<file path="src/design/imem_cfg.svh">
`ifndef IMEM_CFG_SVH
`define IMEM_CFG_SVH

// memory size in 32-bit words
`define IMEM_DEPTH 8192

// banks, also words per cache line
`define IMEM_LANES 8

// array access latency in cycles
`define IMEM_LATENCY 10

// AXI byte address width
`define AXI_ADDR_W 32

`endif

</file>
<file path="src/design/imem_pkg.sv">
`include "imem_cfg.svh"

package imem_pkg;

    typedef logic [31:0] imem_word_t;

    // word 0 of the burst sits in the low bits
    typedef logic [`IMEM_LANES*32-1:0] imem_line_t;

    // wraps at the memory depth by width alone
    typedef logic [$clog2(`IMEM_DEPTH)-1:0] word_index_t;

    typedef enum logic [1:0] {
        OKAY   = 2'b00,
        EXOKAY = 2'b01,
        SLVERR = 2'b10,
        DECERR = 2'b11
    } axi_resp_t;

endpackage

</file>
<file path="src/design/imem_fetch_dispatch.sv">
`timescale 1ns/100ps
`include "imem_cfg.svh"

module imem_fetch_dispatch (
    input  logic                   clk,
    input  logic                   rst_n,
    input  logic                   fetch,
    input  imem_pkg::word_index_t  fetch_word,
    output logic                   rd_en,
    output imem_pkg::word_index_t  rd_base
);

    localparam int CNT_W = $clog2(`IMEM_LATENCY + 1);

    logic [CNT_W-1:0] count;
    logic             busy;

    assign busy = (count != '0);

    // loaded with latency-1 on fetch and counted down to zero
    always_ff @(posedge clk or negedge rst_n) begin
        if (!rst_n) begin
            count <= '0;
        end else if (fetch) begin
            count <= CNT_W'(`IMEM_LATENCY - 1);
        end else if (busy) begin
            count <= count - 1'b1;
        end
    end

    // rd_en fires on the step that reaches zero
    always_ff @(posedge clk or negedge rst_n) begin
        if (!rst_n) begin
            rd_en <= 1'b0;
        end else begin
            rd_en <= (count == CNT_W'(1));
        end
    end

    // collector reads the base until the next fetch
    always_ff @(posedge clk) begin
        if (fetch) begin
            rd_base <= fetch_word;
        end
    end

    a_no_fetch_while_busy: assert property (
        @(posedge clk) disable iff (!rst_n)
        fetch |-> !busy
    );

    a_latency: assert property (
        @(posedge clk) disable iff (!rst_n)
        fetch |-> ##(`IMEM_LATENCY) rd_en
    );

endmodule

</file>
<file path="config.mk">
export PLATFORM = sky130hd
export DESIGN_NAME = imem_fetch_dispatch
export DESIGN_NICKNAME = d
export VERILOG_FILES = /design/src/design/imem_pkg.sv /design/src/design/imem_fetch_dispatch.sv
export VERILOG_INCLUDE_DIRS = /design/src /design/src/design
export SDC_FILE = /design/constraint.sdc
export NUM_CORES = 1
export LEC_CHECK = 0
export BUFFER_PORTS_ARGS = -buffer_cell sky130_fd_sc_hd__buf_2
export CAP_MARGIN = 10
export CORE_UTILIZATION = 30
export CTS_CLUSTER_SIZE = 40
export DETAILED_ROUTE_END_ITERATION = 6
export HOLD_SLACK_MARGIN = 0.08
export PLACE_DENSITY = 0.65
export SLEW_MARGIN = 20
export SYNTH_ARGS = -nofsm -noshare
export SYNTH_HDL_FRONTEND = slang
export SYNTH_SLANG_ARGS = --single-unit
</file>
<file path="constraint.sdc">
create_clock -name clk -period 1.5 [get_ports clk]
set_clock_uncertainty 0.1 [all_clocks]
set_input_delay 0.15 -clock clk [delete_from_list [all_inputs] [get_ports clk]]
set_output_delay 0.15 -clock clk [all_outputs]
set_load 0.02 [all_outputs]
</file>
==> impl_metrics.ini <==
[floorplan]
core_area_sq_um = 2000
die_height_microns = 48.7
pin_count = 30
rows = 16
dieArea_sq_um = 2370
die_x_microns = 48.7
start_util_pct = 32.7

[clock_tree]
clkTransAtPathRegs_ns = 0.10
cts_tree = done
postCtsSetupBuffers = 0
clockBufferDepth = 2
htreeDepth = 1
cts_sinks = 18
clk_latency_ns = 0.29
cts-root-buf = clkbuf_4
cts_made_buffers = 3

[power_and_ir_drop]
power.density_nw_per_um2 = 1030
power_w = 0.00107
ir_drop_uv = 441
p_leak_nw = 0.445

[logic_synthesis]
synth_top_cell_area_share_pct = 59.7
syn_inst = 37
netlist.top_cell.by_area = edfxtp_1
syn_nets = 55
ys_ff_latch = 18
ys_warn_count = 0
syn_area_per_cell_sq_um = 17.7
netlist_area_sq_um = 654
ys_seq_area_share_pct = 78.8
netlist_top_cells_area = edfxtp_1, dfrtp_1, ha_1
synth.distinct_cells = 16

[finish]
drive_gt1_share_pct = 43.0
fillers = 176
fin_cells = 113
multi_input_area_sq_um = 150
final_area_sq_um = 1030
diodes = 0
area_growth_pct = 57.9
finalNetCount = 105
mostFrequentLayoutCells = buf_2, dlygate4sd3_1, edfxtp_1
postLayoutCoreUtil_pct = 51.6
final_common_cell = buf_2
seq_area_sq_um = 515

[global_route]
grt_max_degree = 20
grt_pass1_wl_microns = 2310
first_global_vias = 516
antenna_found_initial = 0
grt.total_usage_pct = 13.0
grt_overflow = 0

[sta]
finalCritPeriodShare_pct = 95.7
finalMaxSlewViolations = 0
fin_ws_ns = 0.0650
tightest_slew_ns = 0.384
finalHoldViolations = 0
fmax_mhz = 697
fin_crit_ns = 1.44
setup_viol = 0
slew-limit-headroom_pct = 74.4

[route]
routedWlPerCell_microns = 12.0
via_per_inst = 4.29
antenna_left = 0
dr.pass1.iters = 4
vias = 485
drc = 0
drt_iter0_drc = 8
postRouteWirelength_microns = 1360

[placement]
gp_congestion = 0.663
place_area_sq_um = 848
placedCellCount = 95
io_buffers = 29
post-place-ws_ns = 0.0616

[worst_setup_path]
crit_type = reg -> reg
cp_max_fo = 4
worstPathArrival_ns = 1.51
worst_setup_path_end_kind = flip-flop
startpoint_type = flip-flop
r2r_start = count[1]
cp_data_required_time_ns = 1.57
crit_start = count[1]

[job]
maxCapViolations = 0

[status]
outcome = complete, no violations

[hold_path]
hold_path_class = in -> async
[cells in the mapped netlist]
| master | number |
|---|---|
| a211o_1 | 1 |
| nor2_1 | 3 |
| nand3b_1 | 1 |
| dfrtp_1 | 5 |
| nand2b_1 | 1 |
| nor3b_1 | 1 |
| ha_1 | 2 |
| edfxtp_1 | 13 |
| mux2i_1 | 1 |
| nor3_1 | 1 |
| mux2_2 | 1 |
| nor2b_1 | 2 |
| o31a_1 | 1 |
| a21oi_1 | 1 |
| nor3b_2 | 1 |
| inv_1 | 2 |
[critical path, cell delays in order (launching register included)]
cell     delay (ns)
dfrtp_1        0.41
inv_1          0.12
ha_4           0.16
nor3b_4        0.19
mux2_2         0.35
[state kept, by name, indices dropped and copies added, names as in the netlist]
register  cells
rd_base      13
rd_en         1
count         4
[power by group]
part	internal, W	switching (W)
combinational	0.000110	0.000108
clock	0.000103	0.000137
sequential	0.000584	0.0000272
[final timing paths]
kind,to,slack [ns],depth (start not counted)
setup / recovery,count[1],0.06,4
hold / removal,count[0],0.12,2
setup reg to reg,count[1],0.06,4
hold reg to reg,rd_en,0.48,1
max in group asynchronous,count[1],1.03,2
min in group clk,count[2],0.18,2
[final cells by class]
cell class | count | share of cell area [%]
multi-input combinational | 17 | 14.5
clock buffer | 4 | 2.54
inverter | 2 | 0.726
timing repair buffer | 45 | 29.1
tap | 27 | 3.27
sequential | 18 | 49.9
[logic make-up after synthesis]
kind of cell             Yosys count  synth area share (%)
flip-flops                        18                  78.8
AND/OR/NAND/NOR                   10                  9.56
AO/OA/AOI/OAI                      3                  3.44
buffers and inverters              2                  1.15
multiplexers                       2                  3.25
adder cells (fa/ha/maj)            2                  3.82
[repair_timing]
action                                  4_1_cts  5_1_grt
endpoints found under the setup margin        0        1
hold buffers                                 14        0
resized for setup                             0        3
endpoints found under the hold margin        18        0
[metal layers]
metal / wire [microns] / up-vias / GRT usage (%)
met5: 0 / - / 0
met4: 0 / 0 / 5.88
met3: 105 / 0 / 4.09
met2: 662 / 23 / 22.2
met1: 590 / 228 / 14.6
li1: - / 234 / -
[per-stage QoR]
stage | hold slack [ns] | setup TNS, ns
detailed placement | -0.119 | 0
global route | 0.118 | -0.00595
finish | 0.119 | 0
floorplan | -0.246 | 0
CTS | 0.104 | 0
global placement | -0.125 | 0
(Power assumes the default switching activity.)
