<file path="config.mk">
export PLATFORM = sky130hd
export DESIGN_NAME = imem_line_collect
export DESIGN_NICKNAME = d
export VERILOG_FILES = /design/src/design/imem_pkg.sv /design/src/design/imem_line_collect.sv
export VERILOG_INCLUDE_DIRS = /design/src /design/src/design
export SDC_FILE = /design/constraint.sdc
export NUM_CORES = 1
export LEC_CHECK = 0
export ABC_CLOCK_PERIOD_IN_PS = 800
export BUFFER_PORTS_ARGS = -buffer_cell sky130_fd_sc_hd__buf_4
export CELL_PAD_IN_SITES_DETAIL_PLACEMENT = 1
export CELL_PAD_IN_SITES_GLOBAL_PLACEMENT = 1
export CORE_MARGIN = 4
export CORE_UTILIZATION = 44
export DETAILED_ROUTE_END_ITERATION = 6
export PLACE_DENSITY_LB_ADDON = 0.25
export RECOVER_POWER = 50
export SYNTH_ARGS = -nofsm -noshare
export SYNTH_HDL_FRONTEND = slang
export SYNTH_SLANG_ARGS = --single-unit
</file>
<file path="constraint.sdc">
create_clock -name clk -period 0.8 [get_ports clk]
set_input_delay 0.16 -clock clk [delete_from_list [all_inputs] [get_ports clk]]
set_output_delay 0.16 -clock clk [all_outputs]
set_load 0.01 [all_outputs]
</file>
<file path="src/design/imem_cfg.svh">
`ifndef IMEM_CFG_SVH
`define IMEM_CFG_SVH

// memory size in 32-bit words
`define IMEM_DEPTH 8192

// banks, also words per cache line
`define IMEM_LANES 8

// array access latency in cycles
`define IMEM_LATENCY 10

// AXI byte address width
`define AXI_ADDR_W 32

`endif

</file>
<file path="src/design/imem_pkg.sv">
`include "imem_cfg.svh"

package imem_pkg;

    typedef logic [31:0] imem_word_t;

    // word 0 of the burst sits in the low bits
    typedef logic [`IMEM_LANES*32-1:0] imem_line_t;

    // wraps at the memory depth by width alone
    typedef logic [$clog2(`IMEM_DEPTH)-1:0] word_index_t;

    typedef enum logic [1:0] {
        OKAY   = 2'b00,
        EXOKAY = 2'b01,
        SLVERR = 2'b10,
        DECERR = 2'b11
    } axi_resp_t;

endpackage

</file>
<file path="src/design/imem_line_collect.sv">
`timescale 1ns/100ps
`include "imem_cfg.svh"

module imem_line_collect (
    input  logic                   clk,
    input  logic                   rst_n,
    input  logic [`IMEM_LANES-1:0] lane_valid,
    input  imem_pkg::imem_word_t   lane_word [`IMEM_LANES],
    input  imem_pkg::word_index_t  rd_base,
    output logic                   line_valid,
    output imem_pkg::imem_line_t   line_data
);

    localparam int LANE_W = $clog2(`IMEM_LANES);
    localparam int WORD_W = $bits(imem_pkg::imem_word_t);

    imem_pkg::imem_line_t rot_line;
    logic                 all_valid;

    assign all_valid = &lane_valid;

    // burst word i comes from lane (base + i) mod lanes
    always_comb begin
        rot_line = '0;
        for (int i = 0; i < `IMEM_LANES; i++) begin
            rot_line[i*WORD_W +: WORD_W] = lane_word[LANE_W'(i) + rd_base[LANE_W-1:0]];
        end
    end

    always_ff @(posedge clk or negedge rst_n) begin
        if (!rst_n) begin
            line_valid <= 1'b0;
        end else begin
            line_valid <= all_valid;
        end
    end

    always_ff @(posedge clk) begin
        if (all_valid) begin
            line_data <= rot_line;
        end
    end

    // banks share one strobe, so they answer together
    a_lanes_aligned: assert property (
        @(posedge clk) disable iff (!rst_n)
        (lane_valid == '0) || all_valid
    );

endmodule

</file>
==> out/qor.txt, run 1 <==
Worst vdd ir = 1.46 mV
Buf/Inv on CP = 4
CTS max path bufs = 3
Setup crit start = rd_base[0]
Detail Placement HPWL = 46.9 mm
Clk slew on worst S/H paths = 0.06 ns
Power density of the placed cells = 1560 nW/um^2
Status = finished, violations left
Count of final setup violators = 743
Max Clock Freq = 656 MHz
Row cnt = 75
Number of flops mapped to enable cells by yosys = 256
CTS tree = yes
Non-filler instance count after layout = 2170
Fin crit share = 1.91
Share of post-route cells with drive strength above 1 = 0.834
Slew at the pin closest to its max-slew limit = 0.675 ns
Grt total ovfl = 0
First-pass GRT wire length = 95.7 mm
Data required time of the worst path = 1.11 ns
DR iter-0 viols = 872
Minimum clock period = 1.53 ns
Synthesized Nets = 1284
H-tree Lvls = 1
Antenna violations before repair = 4
Fin. max-slew vios = 0
Ys flop type = edfxtp_1
Area Overhead vs Synth = 47.8%
Slew HR = 0.550
Gr usage total = 0.271
Flop and latch count out of synthesis = 257
Unique masters post-synth = 15
DIE HEIGHT = 214 microns
Critical path class = in2reg
Routed Antenna Nets = 0
Core Util, Final = 0.659
GPL Wtd Cong = 0.858
RSZ-0062 raised after global routing = true
Initial Util = 0.446
CP dominant cell by count = buf_12
Hold Path Class = in2reg
Synthesized area per cell = 18.6 sq um
First-pass iteration count of the detailed router = 5
Via Count = 13500
# port buffers = 525
Final hold vios = 0
Worst Slack Setup Final = -0.726 ns
Largest net degree at the start of global routing = 69
Register area share after synthesis = 0.412
Synth async-reset ratio = 0.00389
Crit start category = input port
Arr. time, crit path = 1.83 ns
Core area = 41900 sq um
Vias in the first global route = 14600
Max stage delay on crit path = 0.49 ns
Lkg Pwr = 11.1 nW
Die ar. = 45900 sq um
Failing checks = negative setup slack
Fin area = 27700 sq um
Synth warnings = 0
Hold wc startpoint = lane_word[202]
Max-cap violations = 0
Horiz. Die Dim = 214 microns
Post-Route WL = 66.7 mm
Cell family contributing the most delay on the critical path = multiplexers
DRC viols = 0
Root Buffer = clkbuf_16
Slowest cell on crit path = mux4_2
DR WL/cell = 30.7 microns
Vias per cell = 6.24
Io pins = 536
Critical path, cell by cell = clkbuf_16 > inv_6 > ha_4 > buf_12 > buf_12 > mux2_4 > mux4_2
Post-Syn Instances = 1003
Cell Area, Synth = 18700 sq um
Worst Path Max Fanout = 15
Final #Nets = 1885
Post-Place Cells = 2070
TritonCTS buffer count = 31
TritonCTS sink count = 257
Area after DPL = 24700 sq um
Setup TNS = -271.87 ns
Critical Path End Type = flip-flop
==> stage by stage <==
step	hold slack (ns)	worst slack, ns	power, mW
global placement	-0.0644	-1.29	26.9
floorplan	-0.136	-3.78	24.4
global route	0.113	-0.732	44.7
CTS	0.102	-0.701	43.1
detailed placement	-0.0609	-1.35	27.4
finish	0.136	-0.726	43.2
==> what timing repair did <==
| item | 4_1_cts | 5_1_grt |
|---|---|---|
| cloned | 11 | 5 |
| hold buffers | 2 | 0 |
| setup endpoints to repair | 513 | 519 |
| resized for setup | 125 | 207 |
| pin swaps | 0 | 0 |
| hold endpoints to repair | 1 | 0 |
| setup buffers | 18 | 9 |
==> placed cells by master, fill, tap and decap left out, drive strengths merged <==
master / n
xnor2: 2
dfrtp: 1
dlygate4sd3: 2
mux2: 384
buf: 654
bufinv: 5
nand4: 2
mux4: 256
ha: 2
inv: 3
edfxtp: 256
diode: 3
clkbuf: 50
clkinv: 10
nor2: 1
==> worst min-delay path: stages <==
cell	delay, ns
buf_4	0.10
mux2_4	0.14
mux4_2	0.21
==> final timing paths <==
path / cells past startpoint / slack [ns] / to
max: 7 / -0.73 / line_data[126]
min: 3 / 0.14 / line_data[234]
max in group asynchronous: 3 / 0.26 / line_valid
min in group asynchronous: 3 / 0.43 / line_valid
==> cells in the mapped netlist, types with 2 or more instances <==
| library cell | n | area share |
|---|---|---|
| mux4_2 | 256 | 0.31 |
| mux2_1 | 10 | 0.0060 |
| buf_6 | 52 | 0.031 |
| xnor2_4 | 2 | 0.0029 |
| nand4_1 | 2 | 0.00067 |
| buf_2 | 30 | 0.0080 |
| buf_4 | 2 | 0.00080 |
| clkbuf_1 | 13 | 0.0026 |
| ha_1 | 2 | 0.0013 |
| edfxtp_1 | 256 | 0.41 |
| mux2_2 | 374 | 0.23 |
==> cell type report <==
class                           instances  area [sq um]
Antenna cell                            3          7.51
Inverter                                2          17.5
Sequential cell                       257          7710
Tap cell                              539           674
Clock buffer                           41           853
Timing Repair Buffer                  665          6890
Fill cell                            3533         14300
Multi-Input combinational cell        647         11300
Clock inverter                         16           209
==> where the power goes <==
part	switching, mW	internal (mW)
Sequential	0.0287	15.3
Clock	5.81	9.05
Combinational	5.01	8.03
==> per-layer routing <==
metal,up-vias,global-route usage,wire (microns)
met5,-,0,20
li1,5592,-,-
met3,132,0.0723,5190
met4,2,0.101,2800
met1,7156,0.328,24000
met2,665,0.470,34700
==> sequential cells by signal (all words and copies together), names as in the netlist <==
signal and cells:
line_data 256, line_valid 1
==> kinds of logic (layout without fill, tap and decap cells) <==
kind of cell | Yosys count | in the layout | synth area share
buffers and inverters | 99 | 724 | 0.0431
flip-flops | 257 | 257 | 0.412
multiplexers | 640 | 640 | 0.539
XOR/XNOR | 2 | 2 | 0.00294
other | 0 | 3 | 0
adder cells (fa/ha/maj) | 2 | 2 | 0.00134
AND/OR/NAND/NOR | 3 | 3 | 0.000869
Note: power is estimated with default switching activity, not from simulation.
==> run 2: changes to the inputs <==
- ABC_CLOCK_PERIOD_IN_PS: 800 -> 1400
- BUFFER_PORTS_ARGS: -buffer_cell sky130_fd_sc_hd__buf_4 -> -buffer_cell sky130_fd_sc_hd__buf_2
- CORE_UTILIZATION: 44 -> 40
- clock period: 0.8 -> 1.4 ns (I/O delays scaled with it)
==> run 2 against run 1 <==
The run still ends with negative setup slack left. Sequential share of layout area increased by 2.4 points. Total power decreased by 43%. Non-clock buffer count decreased by 16. Clock power decreased by 42%. Sequential power decreased by 43%. Cell count increased by 2.4%. Die area increased by 9.6%. Combinational power decreased by 45%. Largest cell class unchanged.
==> out/qor.txt, run 2 (synthesis results as in run 1) <==
Sw Ratio = 0.257 (+0.00616)
DRC viols = 0 (unchanged)
Horiz. Die Dim = 224 microns (+4.7%)
Largest net degree at the start of global routing = 73 (+5.8%)
Fill count = 4329 (+23%)
Largest regs = line_data: 256 flops, line_valid: 1 flops
Routed Antenna Nets = 0 (unchanged)
Power density of the placed cells = 964 nW/um^2 (-38%)
Final hold vios = 0 (unchanged)
Met1 GRT Util = 0.302 (-0.0258)
Cell family contributing the most delay on the critical path = multiplexers
Area after DPL = 23300 sq um (-5.9%)
Failing checks = negative setup slack
Die ar. = 50300 sq um (+9.6%)
DR WL/cell = 29.6 microns (-3.6%)
Worst Path Max Fanout = 12 (-3)
Buf/Inv on CP = 5 (+1)
Antenna violations before repair = 9 (+5)
Io pins = 536 (unchanged)
Busiest grt layer = met2
Commonest non-fill, non-tap cells in the layout = buf_2, mux4_2, edfxtp_1
Worst hold slack = 0.0444 ns (-0.0918 ns)
Slowest cell on crit path = mux4_2
Initial Util = 0.409 (-0.0373)
GR Layer Usage met3 = 0.0568 (-0.0155)
Max stage delay on crit path = 0.50 ns (about the same)
Most common cell after layout, fill and taps aside = buf_2
RSZ-0062 raised after global routing = true
First-pass iteration count of the detailed router = 5 (unchanged)
Critical path depth = 8 (+1)
Lkg Pwr = 10.2 nW (-8.2%)
Detail Placement HPWL = 45.7 mm (-2.5%)
TritonCTS buffer count = 34 (+9.7%)
Fin area = 25500 sq um (-7.9%)
# port buffers = 525 (unchanged)
Vias in the first global route = 14300 (-2.1%)
Data required time of the worst path = 1.66 ns (+0.55 ns)
Gr usage total = 0.242 (-0.0294)
Status = finished, violations left
DR iter-0 viols = 1167 (+34%)
DIE HEIGHT = 224 microns (+4.7%)
Row cnt = 78 (+4.0%)
Fin crit share = 1.25
Max reg flops = 256 (unchanged)
Count of final setup violators = 240 (-68%)
TritonCTS sink count = 257 (unchanged)
Clk slew on worst S/H paths = 0.06 ns (about the same)
Minimum clock period = 1.74 ns
Biggest register = line_data
Via Count = 13300 (-1.6%)
Hold Path Class = in2async
GPL Wtd Cong = 0.896 (+4.4%)
Critical Path End Type = flip-flop
Max Clock Freq = 573 MHz
Psw = 6.31 mW (-42%)
Fin. max-slew vios = 0 (unchanged)
CTS tree = yes
Final #Nets = 1872 (-0.69%)
Clock Power Share = 0.352 (+0.008)
Max-cap violations = 0 (unchanged)
Worst Slack Setup Final = -0.344 ns (+0.381 ns)
Post-Route WL = 65.8 mm (-1.3%)
Vias per cell = 6.00 (-3.8%)
Core Util, Final = 0.556 (-0.103)
Met2 GRT Util = 0.418 (-0.0524)
Core area = 45800 sq um (+9.1%)
Share of post-route cells with drive strength above 1 = 0.832 (-0.00144)
Root Buffer = clkbuf_16
Crit start category = input port
Gate power share = 0.291 (-0.011)
Setup TNS = -37.68 ns (+234.19 ns)
Critical path class = in2reg
CTS max path bufs = 3 (unchanged)
Grt total ovfl = 0 (unchanged)
Critical path, cell by cell = clkbuf_16 > inv_8 > ha_4 > buf_12 > buf_6 > buf_16 > mux2_4 > mux4_2
Worst vdd ir = 0.693 mV (-52%)
Area Overhead vs Synth = 36.1%
Slew at the pin closest to its max-slew limit = 0.818 ns (+0.142 ns)
H-tree Lvls = 2 (+1)
Arr. time, crit path = 2.00 ns (+0.17 ns)
Reg power frac = 0.357 (+0.002)
Internal power = 18.2 mW (-44%)
Slew HR = 0.455 (-0.0949)
First-pass GRT wire length = 92.6 mm (-3.3%)
## run 2: cell types whose count changed in the layout (fill, tap and decap cells not counted), moves of 21 or more
cell	change
buf_2	+498
buf_4	-312
buf_6	-206
mux2_2	+41
mux2_4	-41
buf_12	-21
## run 2: area by class of cell
| type | instances | area (sq um) | share of cell area |
|---|---|---|---|
| Clock inverter | 17 | 140 | 0.00550 |
| Multi-Input combinational cell | 647 | 11100 | 0.438 |
| Antenna cell | 7 | 17.5 | 0.000688 |
| Clock buffer | 42 | 945 | 0.0371 |
| Tap cell | 600 | 751 | 0.0295 |
| Inverter | 2 | 20.0 | 0.000786 |
| Sequential cell | 257 | 7710 | 0.303 |
| Timing Repair Buffer | 649 | 4720 | 0.185 |
## run 2: per-stage QoR
step / total power, mW / worst slack [ns] / instances
finish: 24.5 / -0.344 / 2221
global route: 25.5 / -0.345 / 2221
CTS: 24.5 / -0.303 / 2196
detailed placement: 15.3 / -0.913 / 2109
global placement: 15.0 / -0.863 / 2109
floorplan: 13.9 / -3.30 / 1003
## run 2: worst paths after layout
path | from | to | slack [ns]
min in group clk | lane_word[72] | line_data[232] | 0.32
max in group asynchronous | rst_n | line_valid | 1.27
min | rst_n | line_valid | 0.04
max | rd_base[0] | line_data[61] | -0.34
## run 2: power groups by stage
stage | clock network [mW] | logic, mW | registers (mW)
global route | 9.18 | 7.56 | 8.75
global placement | 0 | 6.13 | 8.92
detailed placement | 0 | 6.33 | 8.92
CTS | 8.86 | 6.86 | 8.76
finish | 8.63 | 7.15 | 8.76
floorplan | 0 | 4.99 | 8.93
## run 2: timing repair
action,CTS,global route
buffers inserted,16,3
hold endpoints to repair,1,0
cloned,11,17
hold buffers,1,0
resized for setup,70,32
setup endpoints to repair,291,277
pin swaps,1,2
## run 2: per-layer routing
| metal | wire, microns | up-vias |
|---|---|---|
| met5 | 21 | - |
| met4 | 2040 | 4 |
| met3 | 4910 | 100 |
| li1 | - | 5582 |
| met1 | 25000 | 7056 |
| met2 | 33900 | 590 |
