===== src/design/imem_cfg.svh =====
`ifndef IMEM_CFG_SVH
`define IMEM_CFG_SVH

// memory size in 32-bit words
`define IMEM_DEPTH 8192

// banks, also words per cache line
`define IMEM_LANES 8

// array access latency in cycles
`define IMEM_LATENCY 10

// AXI byte address width
`define AXI_ADDR_W 32

`endif


===== src/design/imem_pkg.sv =====
`include "imem_cfg.svh"

package imem_pkg;

    typedef logic [31:0] imem_word_t;

    // word 0 of the burst sits in the low bits
    typedef logic [`IMEM_LANES*32-1:0] imem_line_t;

    // wraps at the memory depth by width alone
    typedef logic [$clog2(`IMEM_DEPTH)-1:0] word_index_t;

    typedef enum logic [1:0] {
        OKAY   = 2'b00,
        EXOKAY = 2'b01,
        SLVERR = 2'b10,
        DECERR = 2'b11
    } axi_resp_t;

endpackage


===== src/design/imem_axi_slave.sv =====
`timescale 1ns/100ps
`include "imem_cfg.svh"

module imem_axi_slave (
    input  logic                     clk,
    input  logic                     rst_n,
    input  logic                     arvalid,
    output logic                     arready,
    input  logic [`AXI_ADDR_W-1:0]   araddr,
    input  logic [7:0]               arlen,
    output logic                     rvalid,
    input  logic                     rready,
    output imem_pkg::imem_word_t     rdata,
    output logic                     rlast,
    output imem_pkg::axi_resp_t      rresp,
    output logic                     fetch,
    output imem_pkg::word_index_t    fetch_word,
    input  logic                     line_valid,
    input  imem_pkg::imem_line_t     line_data
);

    localparam int LANE_W = $clog2(`IMEM_LANES);
    localparam int WORD_W = $bits(imem_pkg::imem_word_t);
    localparam int IDX_W  = $bits(imem_pkg::word_index_t);

    typedef enum logic [2:0] {
        ST_IDLE,
        ST_FETCH,
        ST_WAIT_LINE,
        ST_SEND,
        ST_DONE
    } state_t;

    state_t                state;
    state_t                state_nxt;
    logic [7:0]            len_q;
    logic [7:0]            beat;
    imem_pkg::imem_line_t  line_buf;
    logic                  ar_hs;
    logic                  r_hs;

    assign ar_hs = arvalid && arready;
    assign r_hs  = rvalid && rready;

    always_ff @(posedge clk or negedge rst_n) begin
        if (!rst_n) begin
            state <= ST_IDLE;
        end else begin
            state <= state_nxt;
        end
    end

    always_comb begin
        state_nxt = state;
        case (state)
            ST_IDLE: begin
                if (ar_hs) begin
                    state_nxt = ST_FETCH;
                end
            end
            ST_FETCH: begin
                state_nxt = ST_WAIT_LINE;
            end
            ST_WAIT_LINE: begin
                if (line_valid) begin
                    state_nxt = ST_SEND;
                end
            end
            ST_SEND: begin
                if (r_hs && rlast) begin
                    state_nxt = ST_DONE;
                end
            end
            ST_DONE: begin
                state_nxt = ST_IDLE;
            end
            default: begin
                state_nxt = ST_IDLE;
            end
        endcase
    end

    always_ff @(posedge clk or negedge rst_n) begin
        if (!rst_n) begin
            len_q <= '0;
            beat  <= '0;
        end else if (ar_hs) begin
            len_q <= arlen;
            beat  <= '0;
        end else if (r_hs) begin
            beat <= beat + 8'd1;
        end
    end

    // start word index, address bits above the byte offset
    always_ff @(posedge clk) begin
        if (ar_hs) begin
            fetch_word <= araddr[IDX_W+1:2];
        end
    end

    always_ff @(posedge clk) begin
        if (state == ST_WAIT_LINE && line_valid) begin
            line_buf <= line_data;
        end
    end

    assign arready = (state == ST_IDLE);
    assign fetch   = (state == ST_FETCH);
    assign rvalid  = (state == ST_SEND);
    assign rlast   = rvalid && (beat == len_q);
    assign rresp   = imem_pkg::OKAY;

    // beats past one line carry zero
    assign rdata = (beat >= 8'(`IMEM_LANES)) ? '0
                 : line_buf[beat[LANE_W-1:0]*WORD_W +: WORD_W];

    a_r_stable: assert property (
        @(posedge clk) disable iff (!rst_n)
        rvalid && !rready |=> rvalid && $stable(rdata) && $stable(rlast)
    );

endmodule


===== config.mk =====
export PLATFORM = sky130hd
export DESIGN_NAME = imem_axi_slave
export DESIGN_NICKNAME = d
export VERILOG_FILES = /design/src/design/imem_pkg.sv /design/src/design/imem_axi_slave.sv
export VERILOG_INCLUDE_DIRS = /design/src /design/src/design
export SDC_FILE = /design/constraint.sdc
export NUM_CORES = 1
export LEC_CHECK = 0
export ABC_CLOCK_PERIOD_IN_PS = 32299
export BUFFER_PORTS_ARGS = -buffer_cell sky130_fd_sc_hd__buf_2
export CAP_MARGIN = 20
export CORE_ASPECT_RATIO = 0.7
export CORE_MARGIN = 3
export CORE_UTILIZATION = 51
export CTS_BUF_LIST = sky130_fd_sc_hd__clkbuf_8 sky130_fd_sc_hd__clkbuf_16
export DETAILED_ROUTE_END_ITERATION = 10
export PLACE_DENSITY = 0.87
export SLEW_MARGIN = 20
export SYNTH_ARGS = -nofsm -noshare
export SYNTH_HDL_FRONTEND = slang
export SYNTH_SLANG_ARGS = --single-unit

===== constraint.sdc =====
create_clock -name clk -period 32.3 [get_ports clk]
set_input_delay 4.845 -clock clk [delete_from_list [all_inputs] [get_ports clk]]
set_output_delay 4.845 -clock clk [all_outputs]
set_load 0.005 [all_outputs]

==> results.json, run 1 <==
{
  "outcome": "completed",
  "clkTransAtPathRegs_ns": 0.06,
  "final-instance-count-excl-fill": 1251,
  "synth-compound-area-share_pct": 6.49,
  "setup_viol": 0,
  "yosysWarnings": 0,
  "dr_total_vias": 6819,
  "slowest_delay_ns": 0.85,
  "final_common_cell": "buf_2",
  "syn_inst": 626,
  "r2r_start": "state[2]",
  "fin_nets": 1255,
  "fp.coreArea_um2": 21800,
  "dr.pass1.iters": 4,
  "critPathKind": "register to output port",
  "postRouteWirelength_um": 25800,
  "synth_edf_count": 269,
  "drtAntennaViolNets": 0,
  "post-route-util_pct": 64.4,
  "tightest_slew_ns": 1.13,
  "ys_seq_elements": 288,
  "synth_top_flop_cell": "edfxtp_1",
  "final_area_um2": 14100,
  "tns_ns": 0,
  "syn_area_per_cell_um2": 18.3,
  "critPathTopFamily": "buffers and inverters",
  "grt_max_degree": 98,
  "crit_required_ns": 27.45,
  "synth_simple_gate_area_share_pct": 3.15,
  "antenna_found_initial": 1,
  "cp_cell_sequence": "buf_4 -> mux2i_1 -> a22oi_1 -> nand2_1 -> a221oi_2 -> buf_2",
  "htree_levels": 1,
  "p_leak_uw": 0.00561,
  "relSlewSlack_pct": 24.5,
  "clkLatencyLatePin_ns": 0.54,
  "root_buffer": "clkbuf_16",
  "areaGrowthSynthToFinish_pct": 23.2,
  "synth.area.mux_share_pct": 12.0,
  "fin_crit_ns": 7.99,
  "overflow": 0,
  "wl_per_cell_um": 20.6,
  "synth_fa_ha_area_share_pct": 0.219,
  "netlist_area_um2": 11400,
  "layout_common_cells": "buf_2, edfxtp_1, mux2i_1, nand2_1, a22oi_1",
  "hold_viol": 0,
  "hpwlAfterDp_um": 17300,
  "start_kind": "register",
  "cts_hold_buf": 0,
  "startpoint": "beat[1]",
  "drive_gt1_share_pct": 43.3,
  "rsz0062_at_grt": "no",
  "fin_crit_sh_pct": 24.7,
  "power.density_nw_per_um2": 73.8,
  "seq_area_frac_synth_pct": 74.9,
  "synth.distinct_cells": 37,
  "gr-usage-all-layers_pct": 20.4,
  "synthXorXnorAreaFrac_pct": 1.15,
  "first_iter_violations": 399,
  "critPathMaxFanout": 58,
  "io_pins": 352,
  "fmaxAchievable_mhz": 125,
  "drc": 0,
  "fp.dieArea_um2": 24300,
  "placed_cell_area_um2": 13300,
  "std_cell_rows": 45,
  "grt_pass1_vias": 7072,
  "async_flop_share_pct": 6.60,
  "skew_ns": 0.0260,
  "worst_path_max_delay_cell": "buf_4",
  "end_kind": "output port",
  "die_w_um": 185,
  "initial_utilization_pct": 52.3,
  "io_buffers": 330,
  "numCtsBuffers": 26,
  "clockBufferDepth": 3,
  "cp.buffers_inverters": 2,
  "clkSinkCount": 288,
  "diodes": 0,
  "grt_pass1_wl_um": 38300,
  "viasPerCell": 5.45,
  "place_inst": 1206,
  "slew_viol_final": 0,
  "cts_repair_resize_count": 0,
  "worstHoldStart": "len_q[0]",
  "synth_top_family_by_area": "multiplexers",
  "fp.dieH_um": 131,
  "cts_tree": "done",
  "hold_path_class": "register to register",
  "crit_arrival_ns": 3.14,
  "cap_violations": 0,
  "place_congestion": 0.790,
  "peakVddDrop_uv": 60.1,
  "cts_setup_buffers": 0
}
[cells in the mapped netlist (all sizes together) (3+ instances only)]
cell	instances	area [um^2]
a221oi	32	468
a22oi	33	248
and2	3	18.8
buf	29	186
clkbuf	11	45.1
dfrtp	19	475
edfxtp	269	8080
mux2	8	90.1
mux2i	128	1280
nand2	36	138
nand3	3	15.0
nor2	16	76.3
xor2	14	123
[final timing paths]
| check | endpoint | slack [ns] | cells after the start |
|---|---|---|---|
| max | rdata[12] | 24.31 | 6 |
| min in group asynchronous | beat[6] | 4.26 | 1 |
| max reg2reg | line_buf[152] | 29.35 | 3 |
| max in group asynchronous | beat[1] | 27.70 | 1 |
| min reg2reg | len_q[0] | 0.53 | 1 |
| min | len_q[0] | 0.53 | 1 |
[cell type report]
type,count,area [um^2]
flip-flops and latches,288,8560
fillers,1530,7770
multi-input cells,297,2670
repair buffers,337,1710
clock buffers,27,664
well taps,282,353
clock inverters,18,113
inverters,2,7.51
[flip-flops by register name, summed over array words and instances (netlist names)]
name / flops
beat: 8
fetch_word: 13
len_q: 8
line_buf: 256
state: 3
[through the flow]
stage	hold WS [ns]	setup slack (ns)	total power, uW
global placement	0.517	24.84	758
floorplan	0.501	1.94	682
detailed placement	0.517	24.78	766
global route	0.564	24.15	1090
CTS	0.530	24.33	1050
finish	0.528	24.31	1040
[cells by family after synthesis]
group                    Yosys count
AO/OA/AOI/OAI                     69
XOR/XNOR                          15
adder cells (fa/ha/maj)            2
buffers and inverters             42
flip-flops                       288
multiplexers                     136
other                              1
AND/OR/NAND/NOR                   73
[routing by layer]
metal	share of wire [%]	vias up	track usage, %
met1	39	3342	26.2
met5	0.050	-	0
li1	-	3127	-
met4	3.2	2	6.29
met3	7.6	60	4.93
met2	50	288	34.6
[power breakdown]
part / total [uW] / internal (uW) / leakage [uW] / switching [uW]
combinational: 307 / 128 / 0.00255 / 179
sequential: 450 / 430 / 0.00265 / 20.4
clock: 282 / 156 / 0.000412 / 126
total: 1040 / 714 / 0.00561 / 325
No activity file was read; power rests on OpenSTA's default activity.
==> inputs of run 2 (changes only) <==
--- a/config.mk
+++ b/config.mk
@@ -6,7 +6,8 @@
 export SDC_FILE = /design/constraint.sdc
 export NUM_CORES = 1
 export LEC_CHECK = 0
-export ABC_CLOCK_PERIOD_IN_PS = 32299
+export ABC_AREA = 1
+export ABC_CLOCK_PERIOD_IN_PS = 8300
 export BUFFER_PORTS_ARGS = -buffer_cell sky130_fd_sc_hd__buf_2
 export CAP_MARGIN = 20
 export CORE_ASPECT_RATIO = 0.7
@@ -14,7 +15,7 @@
 export CORE_UTILIZATION = 51
 export CTS_BUF_LIST = sky130_fd_sc_hd__clkbuf_8 sky130_fd_sc_hd__clkbuf_16
 export DETAILED_ROUTE_END_ITERATION = 10
-export PLACE_DENSITY = 0.87
+export PLACE_DENSITY = 0.86
 export SLEW_MARGIN = 20
 export SYNTH_ARGS = -nofsm -noshare
 export SYNTH_HDL_FRONTEND = slang
==> constraint.sdc (replaced) <==
create_clock -name clk -period 8.3 [get_ports clk]
set_input_delay 1.245 -clock clk [delete_from_list [all_inputs] [get_ports clk]]
set_output_delay 1.245 -clock clk [all_outputs]
set_load 0.005 [all_outputs]
==> results.json, run 2 <==
{
  "outcome": "completed",
  "top_register": "line_buf",
  "cts_hold_buf": 0,
  "relSlewSlack_pct": 28.4,
  "peakVddDrop_uv": 195,
  "fmaxAchievable_mhz": 200,
  "netlist_area_um2": 11500,
  "place_congestion": 0.831,
  "async_flop_share_pct": 6.60,
  "tns_ns": 0,
  "crit_arrival_ns": 3.76,
  "io_buffers": 330,
  "synth_top_area_share_pct": 70.3,
  "synth_edf_count": 269,
  "dr_total_vias": 8397,
  "p_sw_share_pct": 31.4,
  "slowest_delay_ns": 0.84,
  "largest_reg_flops": 256,
  "postRouteWirelength_um": 31200,
  "hold_viol": 0,
  "fp.dieArea_um2": 24400,
  "critPathMaxFanout": 89,
  "setup_viol": 0,
  "startpoint": "beat[0]",
  "clockBufferDepth": 3,
  "gr-usage-all-layers_pct": 24.8,
  "place_inst": 1427,
  "root_buffer": "clkbuf_16",
  "clkLatencyLatePin_ns": 0.54,
  "critPathKind": "register to output port",
  "p_comb_share_pct": 26.7,
  "final_common_cell": "buf_2",
  "areaGrowthSynthToFinish_pct": 23.5,
  "clkSinkCount": 288,
  "dr.pass1.iters": 5,
  "grt_pass1_wl_um": 46100,
  "power.density_nw_per_um2": 312,
  "reg.largest.list": "line_buf (256), fetch_word (13)",
  "synth.distinct_cells": 32,
  "cts_setup_buffers": 0,
  "tightest_slew_ns": 1.07,
  "start_kind": "register",
  "std_cell_rows": 45,
  "fp.dieH_um": 132,
  "grt_pass1_vias": 8227,
  "drive_gt1_share_pct": 34.7,
  "slew_viol_final": 0,
  "crit_required_ns": 7.05,
  "io_pins": 352,
  "syn_area_per_cell_um2": 13.4,
  "ys_seq_elements": 288,
  "synth_top_flop_cell": "edfxtp_1",
  "fin_nets": 1478,
  "clkTransAtPathRegs_ns": 0.07,
  "yosysWarnings": 0,
  "cp.buffers_inverters": 3,
  "drtAntennaViolNets": 0,
  "p_leak_uw": 0.00571,
  "cts_repair_resize_count": 0,
  "final-instance-count-excl-fill": 1481,
  "end_kind": "output port",
  "synth_common_cells": "edfxtp_1, nor2_1, o21ai_0",
  "clkPwrFrac_pct": 29.0,
  "placed_cell_area_um2": 13300,
  "numCtsBuffers": 28,
  "layout_common_cells": "buf_2, edfxtp_1, nor2_1, o21ai_0, nand2_1",
  "seq_area_frac_synth_pct": 74.4,
  "critPathTopFamily": "buffers and inverters",
  "initial_utilization_pct": 52.5,
  "final_area_um2": 14200,
  "htree_levels": 1,
  "p_int_uw": 3040,
  "dp_slack_ns": 3.86,
  "skew_ns": 0.00868,
  "grt_max_degree": 90,
  "drc": 0,
  "crit_top_cell": "nor2_1",
  "synth.most_common_cell": "edfxtp_1",
  "fin_crit_sh_pct": 60.3,
  "fp.coreArea_um2": 21900,
  "rsz0062_at_grt": "no",
  "die_w_um": 185,
  "r2r_start": "state[0]",
  "cp_cell_sequence": "inv_4 -> buf_4 -> nor2_1 -> o221ai_1 -> nand2_1 -> nor2_1 -> buf_2",
  "cap_violations": 0,
  "syn_inst": 860,
  "first_iter_violations": 906,
  "r2r_slack_ns": 5.31,
  "cts_tree": "done",
  "overflow": 0,
  "hold_path_class": "register to register",
  "fillers": 1576,
  "seqPwrFrac_pct": 44.3,
  "wl_per_cell_um": 21.1,
  "worst_path_max_delay_cell": "buf_4",
  "p_sw_uw": 1390,
  "setup_ws_ns": 3.29,
  "synth.area.top_cells": "edfxtp_1, o21ai_0, nor2_1",
  "antenna_found_initial": 6,
  "viasPerCell": 5.67,
  "worstHoldStart": "len_q[6]",
  "hpwlAfterDp_um": 21300,
  "yosysTopAreaCell": "edfxtp_1",
  "fin_crit_ns": 5.01
}
## run 2: cell types whose count changed after synthesis, sizes merged, moves of 15 or more
cell / change
clkbuf: +15
nor2: +159
o21ai: +143
nand2: +44
a22oi: -33
a221oi: -32
mux2i: -128
o221a: +31
o221ai: +31
inv: +23
## run 2: power groups by stage
| stage | Clock (uW) | Combinational (uW) | Sequential [uW] |
|---|---|---|---|
| 2_1_floorplan | 0 | 755 | 1970 |
| 3_5_place_dp | 0 | 1180 | 1990 |
| 3_3_place_gp | 0 | 1150 | 1980 |
| 4_1_cts | 1300 | 1180 | 1960 |
| 5_1_grt | 1360 | 1300 | 1980 |
| 6_report | 1280 | 1180 | 1960 |
## run 2: worst min-delay path: stages (launching register included)
cell and delay, ns:
dfrtp_1 0.36, nand2_1 0.06, nand2_1 0.05
## run 2: layout make-up
type	count	area [um^2]	area share (%)
antenna	3	7.51	0.0529
clock buffer	29	726	5.11
clock inverter	22	208	1.46
inverter	25	96.3	0.679
multi-input combinational	492	2520	17.7
sequential	288	8560	60.3
tap	282	353	2.49
timing repair buffer	340	1730	12.2
## run 2: through the flow
| stage | power (uW) | util, % | hold WS (ns) |
|---|---|---|---|
| CTS | 4450 | 64.8 | 0.504 |
| detailed placement | 3170 | 60.5 | 0.486 |
| floorplan | 2730 | - | 0.468 |
| global placement | 3120 | 60.5 | 0.486 |
| global route | 4650 | 64.8 | 0.541 |
| finish | 4430 | 64.8 | 0.501 |
## run 2: path summary, 6_finish.rpt
| kind | endpoint | cells after the start |
|---|---|---|
| setup / recovery | rdata[7] | 7 |
| hold / removal | len_q[6] | 2 |
| setup reg to reg | line_buf[68] | 5 |
| hold reg to reg | len_q[6] | 2 |
| max in group asynchronous | beat[0] | 1 |
| min in group asynchronous | beat[0] | 1 |
## run 2: cells by family after synthesis
logic type,after synthesis,share of synthesized area (%)
AOI/OAI and AO/OA,210,11.9
xor gates and xnor gates,4,0.305
adders and majority gates,2,0.218
buffers and inverters,81,3.78
DFF,288,74.4
other,1,0.0326
and+or+nand+nor,274,9.39
## run 2: layer usage
| layer | share of wire [%] | global-route usage [%] |
|---|---|---|
| met1 | 42 | 36.6 |
| met2 | 45 | 37.4 |
| met3 | 11 | 5.73 |
| met5 | 0.15 | 0 |
| met4 | 2.5 | 6.71 |
==> inputs of run 3 (changes only) <==
--- a/config.mk
+++ b/config.mk
@@ -7,15 +7,15 @@
 export NUM_CORES = 1
 export LEC_CHECK = 0
 export ABC_AREA = 1
-export ABC_CLOCK_PERIOD_IN_PS = 8300
+export ABC_CLOCK_PERIOD_IN_PS = 4250
 export BUFFER_PORTS_ARGS = -buffer_cell sky130_fd_sc_hd__buf_2
 export CAP_MARGIN = 20
 export CORE_ASPECT_RATIO = 0.7
 export CORE_MARGIN = 3
-export CORE_UTILIZATION = 51
+export CORE_UTILIZATION = 46
 export CTS_BUF_LIST = sky130_fd_sc_hd__clkbuf_8 sky130_fd_sc_hd__clkbuf_16
 export DETAILED_ROUTE_END_ITERATION = 10
-export PLACE_DENSITY = 0.86
+export PLACE_DENSITY = 0.83
 export SLEW_MARGIN = 20
 export SYNTH_ARGS = -nofsm -noshare
 export SYNTH_HDL_FRONTEND = slang
==> constraint.sdc (replaced) <==
create_clock -name clk -period 4.25 [get_ports clk]
set_input_delay 0.6375 -clock clk [delete_from_list [all_inputs] [get_ports clk]]
set_output_delay 0.6375 -clock clk [all_outputs]
set_load 0.005 [all_outputs]
==> results.json, run 3 (synthesized netlist as in run 2, its figures left out) <==
{
  "outcome": "completed",
  "setup_viol": 0,
  "clkTransAtPathRegs_ns": 0.06,
  "p_int_uw": 5770,
  "top_usage_layer": "met2",
  "critPathTopFamily": "buffers and inverters",
  "clkPwrFrac_pct": 27.2,
  "postRouteWirelength_um": 31300,
  "p_sw_uw": 2670,
  "fin_nets": 1481,
  "cts_setup_buffers": 0,
  "relSlewSlack_pct": 38.4,
  "peakVddDrop_uv": 593,
  "first_iter_violations": 687,
  "p_comb_share_pct": 27.5,
  "p_sw_share_pct": 31.6,
  "clockBufferDepth": 3,
  "hold_path_class": "primary input to async pin",
  "die_w_um": 195,
  "numCtsBuffers": 28,
  "r2r_slack_ns": 1.81,
  "gr-usage-all-layers_pct": 22.4,
  "r2r_start": "beat[0]",
  "crit_required_ns": 3.61,
  "clkLatencyLatePin_ns": 0.54,
  "fp.coreArea_um2": 24100,
  "dr_total_vias": 8295,
  "final_common_cell": "buf_2",
  "hpwlAfterDp_um": 21800,
  "htree_levels": 1,
  "end_kind": "output port",
  "drtAntennaViolNets": 0,
  "cts_hold_buf": 0,
  "dp_slack_ns": 1.12,
  "tightest_slew_ns": 0.924,
  "crit_arrival_ns": 3.08,
  "place_congestion": 0.822,
  "grt_use_met1_pct": 32.6,
  "regArea_um2": 8560,
  "grt_pass1_wl_um": 47200,
  "fin_crit_ns": 3.71,
  "r2r_cells": 7,
  "grtUsageMet3_pct": 6.23,
  "grt_max_degree": 103,
  "drive_gt1_share_pct": 34.9,
  "areaGrowthSynthToFinish_pct": 23.9,
  "clkSinkCount": 288,
  "io_buffers": 330,
  "timing.rr.end": "beat[6]",
  "multiInputGateArea_um2": 2520,
  "reg.largest.list": "line_buf (256), fetch_word (13)",
  "layout_common_cells": "buf_2, edfxtp_1, nor2_1, o21ai_0, nand2_1",
  "cts_repair_resize_count": 0,
  "start_kind": "register",
  "skew_ns": 0.0178,
  "grt_pass1_vias": 8109,
  "root_buffer": "clkbuf_16",
  "overflow": 0,
  "largest_reg_flops": 256,
  "cap_violations": 0,
  "top_register": "line_buf",
  "io_pins": 352,
  "hold_viol": 0,
  "antenna_found_initial": 3,
  "fmaxAchievable_mhz": 269,
  "worst_path_max_delay_cell": "inv_4",
  "rsz0062_at_grt": "no",
  "crit_top_cell": "nor2_1",
  "dr.pass1.iters": 5,
  "slowest_delay_ns": 0.74,
  "fp.dieArea_um2": 27000,
  "critPathKind": "register to output port",
  "slew_viol_final": 0,
  "cts_tree": "done",
  "cp.buffers_inverters": 2,
  "seqPwrFrac_pct": 45.3,
  "fillers": 1862,
  "power.density_nw_per_um2": 593,
  "grt_use_met2_pct": 33.9,
  "cp_cell_sequence": "inv_4 -> nor2_1 -> o221ai_1 -> nand2_1 -> nor2_1 -> buf_2",
  "wl_per_cell_um": 20.7,
  "p_leak_uw": 0.00570,
  "tns_ns": 0,
  "critPathMaxFanout": 82,
  "setup_ws_ns": 0.536,
  "std_cell_rows": 47,
  "fin_crit_sh_pct": 87.4,
  "viasPerCell": 5.47,
  "fp.dieH_um": 138,
  "initial_utilization_pct": 47.7,
  "drc": 0
}
-- run 3: how the worst max path moves through the flow --
| stage | cells after the start | end | from | slack, ns |
|---|---|---|---|---|
| floorplan | 2 | line_buf[0] | line_valid | -0.58 |
| global placement | 6 | rdata[6] | beat[0] | 1.14 |
| detailed placement | 6 | rdata[6] | beat[0] | 1.12 |
| CTS | 6 | rdata[6] | beat[0] | 0.53 |
| global route | 6 | rdata[13] | beat[0] | 0.33 |
| finish | 6 | rdata[6] | beat[0] | 0.54 |
-- run 3: per-stage QoR --
| step | cell area [um^2] | hold slack, ns | utilization [%] | cells | power (uW) |
|---|---|---|---|---|---|
| after floorplan | 11500 | 0.342 | - | 861 | 5330 |
| after global placement | 13400 | 0.486 | 55.5 | 1466 | 6120 |
| after detailed placement | 13400 | 0.490 | 55.5 | 1466 | 6200 |
| after CTS | 14200 | 0.0418 | 59.0 | 1515 | 8500 |
| after global routing | 14200 | 0.0677 | 59.1 | 1517 | 8900 |
| final | 14200 | 0.0495 | 59.1 | 1517 | 8440 |
-- run 3: worst register-to-register path, cell delays in order (launching register included) --
cell and delay (ns):
dfrtp_4 0.76, buf_4 0.69, ha_1 0.37, nand4_1 0.12, xor2_1 0.14, nor2_1 0.05
nand2_1 0.07, o21ai_0 0.08
-- run 3: area by class of cell --
class,count,share of cell area (%)
clock inverters,20,0.844
clock buffers,29,5.10
multi-input cells,492,17.7
well taps,318,2.79
flip-flops and latches,288,60.1
repair buffers,343,12.6
diodes,2,0.0351
inverters,25,0.764
-- run 3: metal layers --
metal	wire length [um]	vias to the layer above
li1	-	3800
met1	13500	4008
met2	14000	435
met3	3150	50
met4	720	2
met5	18	-
-- run 3: power groups by stage --
stage	registers (uW)	logic (uW)	clock network, uW
2_1_floorplan	3860	1480	0
3_3_place_gp	3860	2260	0
4_1_cts	3820	2330	2340
3_5_place_dp	3880	2320	0
5_1_grt	3860	2570	2480
6_report	3820	2320	2290
